--- src/rv_core_params.svh ---
`ifndef RV_CORE_PARAMS_SVH
`define RV_CORE_PARAMS_SVH

////////////////////////////////////////
// data path widths
////////////////////////////////////////
`define RV_XLEN              64
`define RV_INST_LEN          32
`define RV_TRAP_LEN          3

`define RV_PC_RESET_ADDR     64'h8000_0000   // first fetched address.
`define RV_INST_NOP          32'h0000_0013   // addi x0, x0, 0.

////////////////////////////////////////
// trap bus bit positions
////////////////////////////////////////
`define RV_TRAP_FETCH_MISALIGN  0
`define RV_TRAP_FETCH_FAULT     1
`define RV_TRAP_ILLEGAL         2

////////////////////////////////////////
// stall / flush bus, one bit per stage
////////////////////////////////////////
`define RV_CTRL_LEN          6
`define RV_CTRL_PC           0
`define RV_CTRL_IF_ID        1
`define RV_CTRL_ID_EX        2
`define RV_CTRL_EX_MEM       3
`define RV_CTRL_MEM_WB       4
`define RV_CTRL_WB           5

`define RV_ROM_WORDS         256
`define RV_ROM_AW            8             // log2 of the rom depth.

`endif
--- src/rv_core_pkg.sv ---
`include "rv_core_params.svh"

package rv_core_pkg;

  // address or data word.
  typedef logic [`RV_XLEN-1:0] xlen_t;

  // one instruction word.
  typedef logic [`RV_INST_LEN-1:0] inst_t;

  // trap bits, see RV_TRAP_* for positions.
  typedef logic [`RV_TRAP_LEN-1:0] trap_t;

  // stall or flush bus, indexed by RV_CTRL_*.
  typedef logic [`RV_CTRL_LEN-1:0] ctrl_bus_t;

  // word address into the instruction array.
  typedef logic [`RV_ROM_AW-1:0] rom_addr_t;

endpackage

--- src/if_id.sv ---
`timescale 1ns/1ns
`include "rv_core_params.svh"

module if_id (
  input  logic                   clk,
  input  logic                   reset_i,
  input  rv_core_pkg::ctrl_bus_t stall_valid_i,  // hold current data.
  input  rv_core_pkg::ctrl_bus_t flush_valid_i,  // load a nop bubble.
  input  rv_core_pkg::xlen_t     inst_addr_if_i,
  input  rv_core_pkg::inst_t     inst_data_if_i,
  input  rv_core_pkg::trap_t     trap_bus_if_i,
  output rv_core_pkg::xlen_t     inst_addr_if_id_o,
  output rv_core_pkg::inst_t     inst_data_if_id_o,
  output rv_core_pkg::trap_t     trap_bus_if_id_o
);

  logic reg_wen;
  logic bubble;

  assign reg_wen = ~stall_valid_i[`RV_CTRL_IF_ID];

  // the pre-reset pc never carries a real instruction.
  assign bubble = flush_valid_i[`RV_CTRL_IF_ID] |
                  (inst_addr_if_i == `RV_PC_RESET_ADDR - 64'd4);

  ////////////////////////////////////////
  // stage register
  ////////////////////////////////////////
  always_ff @(posedge clk) begin
    if (reset_i) begin
      inst_addr_if_id_o <= '0;
      inst_data_if_id_o <= `RV_INST_NOP;
      trap_bus_if_id_o  <= '0;
    end else if (reg_wen) begin
      if (bubble) begin
        inst_addr_if_id_o <= '0;
        inst_data_if_id_o <= `RV_INST_NOP;
        trap_bus_if_id_o  <= '0;
      end else begin
        inst_addr_if_id_o <= inst_addr_if_i;
        inst_data_if_id_o <= inst_data_if_i;
        trap_bus_if_id_o  <= trap_bus_if_i;
      end
    end
  end

endmodule

--- config.mk ---
export PLATFORM = sky130hd
export DESIGN_NAME = if_id
export DESIGN_NICKNAME = d
export VERILOG_FILES = /design/src/rv_core_pkg.sv /design/src/if_id.sv
export VERILOG_INCLUDE_DIRS = /design/src
export SDC_FILE = /design/constraint.sdc
export NUM_CORES = 1
export LEC_CHECK = 0
export BUFFER_PORTS_ARGS = -buffer_cell sky130_fd_sc_hd__clkbuf_2
export CORE_ASPECT_RATIO = 2
export CORE_MARGIN = 2
export CORE_UTILIZATION = 43
export DETAILED_ROUTE_END_ITERATION = 8
export GPL_TIMING_DRIVEN = 0
export MAX_ROUTING_LAYER = met4
export PLACE_DENSITY = 0.83
export SYNTH_ARGS = -nofsm -noshare
export SYNTH_HDL_FRONTEND = slang
export SYNTH_SLANG_ARGS = --single-unit
export TNS_END_PERCENT = 20
--- constraint.sdc ---
create_clock -name clk -period 2.7 [get_ports clk]
set_input_delay 0.27 -clock clk [delete_from_list [all_inputs] [get_ports clk]]
set_output_delay 0.27 -clock clk [all_outputs]
set_load 0.1 [all_outputs]
* Yosys cells after proc, flatten, opt, wreduce, memory -nomap -nowiden *
Cells that the tools add are included.

cells by class
  equality and inequality tests = 1
  muxes and demuxes = 3
  bitwise logic cells = 1

operator list
  operator                                               count
  equality test 64 x 31 -> 1 bit, second input constant  1
  2-to-1 mux 64 bit                                      1
  2-to-1 mux 32 bit                                      1
  2-to-1 mux 3 bit                                       1
  bitwise OR 1 bit                                       1

storage, ports and cells
  register bits after elaboration = 99
  input bits = 113
  output and inout port bits = 99
  word-level logic and storage cells = 8

* Longest topological paths before layout *
  depth in word-level cells = 3
  gate-level depth with buffers = 6
  depth with buffers taken out = 4

* Worst setup path after synthesis *
No wires, ideal clock.

  path type = input to register
  from = input inst_addr_if_i[33]
  to = register inst_addr_if_id_o[11]
  library setup time = 0.118 ns
  data arrival time = 2.094 ns
  data required time = 2.582 ns
  setup slack = 0.488 ns
  cell stages on the path = 5
  path buffers = 1
  cells stage by stage = or4b_1 -> or4_4 -> nor4_4 -> buf_6 -> o21ai_2

on the way
  cells in the longest elaborated chain, start to end = 3

ends and longest elaborated chain
  what                            RTL line     RTL
  from (decl)                     if_id.sv:9   input rv_core_pkg::xlen_t inst_addr_if_i,
  equality test 64 x 31 -> 1 bit  if_id.sv:24  (inst_addr_if_i == `RV_PC_RESET_ADDR - 64'd4);
  bitwise OR 1 bit                if_id.sv:23  assign bubble = flush_valid_i[`RV_CTRL_IF_ID] |
  2-to-1 mux 64 bit               if_id.sv:35  if (bubble) begin
  to (signal assigned)            if_id.sv:40  inst_addr_if_id_o <= inst_addr_if_i;
  to (decl)                       if_id.sv:12  output rv_core_pkg::xlen_t inst_addr_if_id_o,

Every way passes these cells.
A chain may end at the register's enable or synchronous reset.

* Worst setup path after layout *
  from = input inst_addr_if_i[33]
  to = register inst_data_if_id_o[24]

on the way
  cells in the longest elaborated chain, start to end = 3

ends and longest elaborated chain
  what                            RTL line     RTL
  equality test 64 x 31 -> 1 bit  if_id.sv:24
  bitwise OR 1 bit                if_id.sv:23
  2-to-1 mux 32 bit               if_id.sv:35
  to (signal assigned)            if_id.sv:32  inst_data_if_id_o <= `RV_INST_NOP;
  to (signal assigned)            if_id.sv:37  inst_data_if_id_o <= `RV_INST_NOP;
  to (signal assigned)            if_id.sv:41  inst_data_if_id_o <= inst_data_if_i;
  to (decl)                       if_id.sv:13  output rv_core_pkg::inst_t inst_data_if_id_o,

Every way passes these cells.

==> metrics.cfg <==
[yosys]
synth_seq_cells=99
async_flop_share=0
synthCells=372
yosysUniqueCellTypes=24
synth_most_common_cell=nand2_1
synth_xor_area_frac=0
synth_area_mm2=0.00351
synth_simple_gate_area_frac=0.188
netlist.top_cell.by_area=dfxtp_1
ys_seq_area_frac=0.565
synth_compound_area_frac=0.206
ys_top_cells_by_count=nand2_1, dfxtp_1, a22o_1, o21ai_0, o21ai_2
netlist.area_leader.share=0.565
synth_top_family_by_area=compound AO/OA/AOI/OAI gates
syn_nets=485
synthTopCellsByArea=dfxtp_1, nand2_1, a22o_1, o21ai_2, o21ai_0
post_synth.cell_area_avg_um2=9.43
ys_warn_count=0
synth_flop_cell=dfxtp_1
synth_mux_area_frac=0
synth_fa_ha_area_frac=0
synth_edf_count=0

[route]
drtAntennaViolNets=0
dr.pass1.iters=4
post_drt_wl_per_cell_um=15.1
drc=0
initialDrtViolationCount=185
vias=3469
via_per_inst=5.06
wirelength_um=10300

[grt]
grt-ovfl-total=0
first_global_vias=3312
grt_first_pass_wirelength_um=15800
antenna_found_initial=0
grt_use_total=0.238
grt_max_degree=17

[clock_tree]
clk_latency_ns=0.33
cts.sinks=99
root_buffer=clkbuf_16
clk_path_buf_depth=2
numCtsBuffers=9
postCtsSetupBuffers=0
cts_tree=yes
cts_hold_buf=0
postCtsResizedCells=0
h-tree-depth=3
path_clk_slew_ns=0.07

[finish]
postLayoutCellArea_mm2=0.00493
fillCellCount=705
syn_to_final_growth_pct=40.5
num-nets-final=697
multiInputGateArea_mm2=0.00138
antenna_cells=0
drive_gt1_frac=0.421
area.sequential_mm2=0.00198

[critical_path]
critPathMaxStageDelay_ns=0.71
endpoint_kind=flop
slowest_stage=nor4_4
r2r_end=inst_addr_if_id_o[0]$_SDFFE_PP0N_
rr_startpoint=inst_addr_if_id_o[0]$_SDFFE_PP0N_
required_ns=2.92
regToRegSetupSlack_ns=2.06
cp.buffers_inverters=2
startpoint_type=input pin
worstPathCellList=clkbuf_2 -> or4b_1 -> or4_4 -> nor4_4 -> buf_6 -> o21ai_0
cp_top_family=simple AND/OR/NAND/NOR gates
reg2regPathDepth=1
crit_fanout=10
path_class=input pin to flop
worst-endpoint-arrival_ns=2.49

[timing]
worst_slew_pin_slew_ns=0.822
hold_ws_ns=0.150
finalSetupTns_ns=0
rsz0062_at_grt=false
drv_slew=0
timing.final.crit_period_ns=2.28
hold_viol=0
fin_crit_sh=0.844
clock_skew_ns=0
slew_headroom=0.448
finalSetupViolCount=0
fmax_mhz=439

[floorplan]
core_area_mm2=0.00794
initial_core_util=0.442
dieArea_mm2=0.00894
fp-row-count=46
chipWidth_um=67.9
die-height_um=132
pin_count=212

[placed_design]
gp_congestion=0.858
port_buffers=201
placed_area_mm2=0.00464
dp_hpwl_um=8340

[power_and_ir_drop]
ir_drop_v=0.000431
power_density_mw_per_mm2=709
leakagePower_nw=2.29

[worst_hold_path]
hold_path_end=inst_data_if_id_o[30]$_SDFFE_PP0N_
holdPathStages=3
min-delay-start=inst_data_if_i[30]
worstHoldPathType=input pin to flop

[flow_run]
maxCapViolCount=0

[status]
status=completed

## cells by family (layout without fill, tap and decap cells)
logic type / Yosys count / count (layout)
AOI/OAI and AO/OA: 99 / 99
DFF: 99 / 99
and+or+nand+nor: 147 / 147
buffers and inverters: 27 / 244
## metrics by stage
| step | setup slack (ns) | power (W) | util | cells |
|---|---|---|---|---|
| final | 0.422 | 0.00350 | 0.621 | 685 |
| after global placement | 0.0454 | 0.00226 | 0.584 | 669 |
| after detailed placement | 0.0408 | 0.00227 | 0.584 | 669 |
| after floorplan | 0.488 | 0.00209 | - | 372 |
| after global routing | 0.314 | 0.00361 | 0.621 | 685 |
| after CTS | 0.393 | 0.00352 | 0.621 | 685 |
## per-layer routing
| metal | global-route usage | vias up | wire length (µm) |
|---|---|---|---|
| li1 | - | 1719 | - |
| met1 | 0.234 | 1574 | 3660 |
| met2 | 0.418 | 146 | 5550 |
| met3 | 0.0555 | 30 | 705 |
| met4 | 0.114 | 0 | 412 |
| met5 | - | - | 0 |
## area by class of cell
| type | instances | area share |
|---|---|---|
| buffer | 27 | 0.0297 |
| clock buffer | 10 | 0.0464 |
| clock inverter | 6 | 0.0132 |
| multi-input combinational | 246 | 0.280 |
| sequential | 99 | 0.402 |
| tap | 96 | 0.0244 |
| timing repair buffer | 201 | 0.204 |
## state kept, by name, summed over array words and instances, names as in the netlist
signal / flops
inst_addr_if_id_o: 64
inst_data_if_id_o: 32
trap_bus_if_id_o: 3
## report_power, final
| group | internal, W | switching [W] | leakage (nW) | total (W) |
|---|---|---|---|---|
| Clock | 0.000720 | 0.000542 | 0.143 | 0.00126 |
| Combinational | 0.000134 | 0.000550 | 1.34 | 0.000684 |
| Sequential | 0.00152 | 0.0000315 | 0.808 | 0.00155 |
## placed cells by master, fill, tap and decap left out, types with 2 or more instances in the layout
| cell type | n |
|---|---|
| o32a_2 | 3 |
| nand4_1 | 6 |
| a22o_1 | 34 |
| o21ai_2 | 20 |
| clkinv_2 | 2 |
| clkbuf_16 | 9 |
| nand2_1 | 122 |
| o21ai_1 | 10 |
| or4bb_1 | 2 |
| o21ai_0 | 31 |
| nor4_1 | 5 |
| buf_6 | 6 |
| clkbuf_2 | 201 |
| nor4bb_1 | 2 |
| buf_1 | 2 |
| or4_1 | 2 |
| clkbuf_1 | 20 |
| dfxtp_1 | 99 |
## worst max-delay path by stage
stage                  startpoint                            endpoint  slack, ns  cells past startpoint
3_3_place_gp   inst_addr_if_i[33]  inst_addr_if_id_o[27]$_SDFFE_PP0N_       0.05                      6
2_1_floorplan  inst_addr_if_i[33]  inst_addr_if_id_o[11]$_SDFFE_PP0N_       0.49                      5
5_1_grt        inst_addr_if_i[33]   inst_data_if_id_o[5]$_SDFFE_PP0N_       0.31                      6
4_1_cts        inst_addr_if_i[33]  inst_addr_if_id_o[23]$_SDFFE_PP0N_       0.39                      6
6_report       inst_addr_if_i[33]  inst_data_if_id_o[24]$_SDFFE_PP0N_       0.42                      6
3_5_place_dp   inst_addr_if_i[33]  inst_addr_if_id_o[23]$_SDFFE_PP0N_       0.04                      6
No activity file was read; power rests on OpenSTA's default activity.
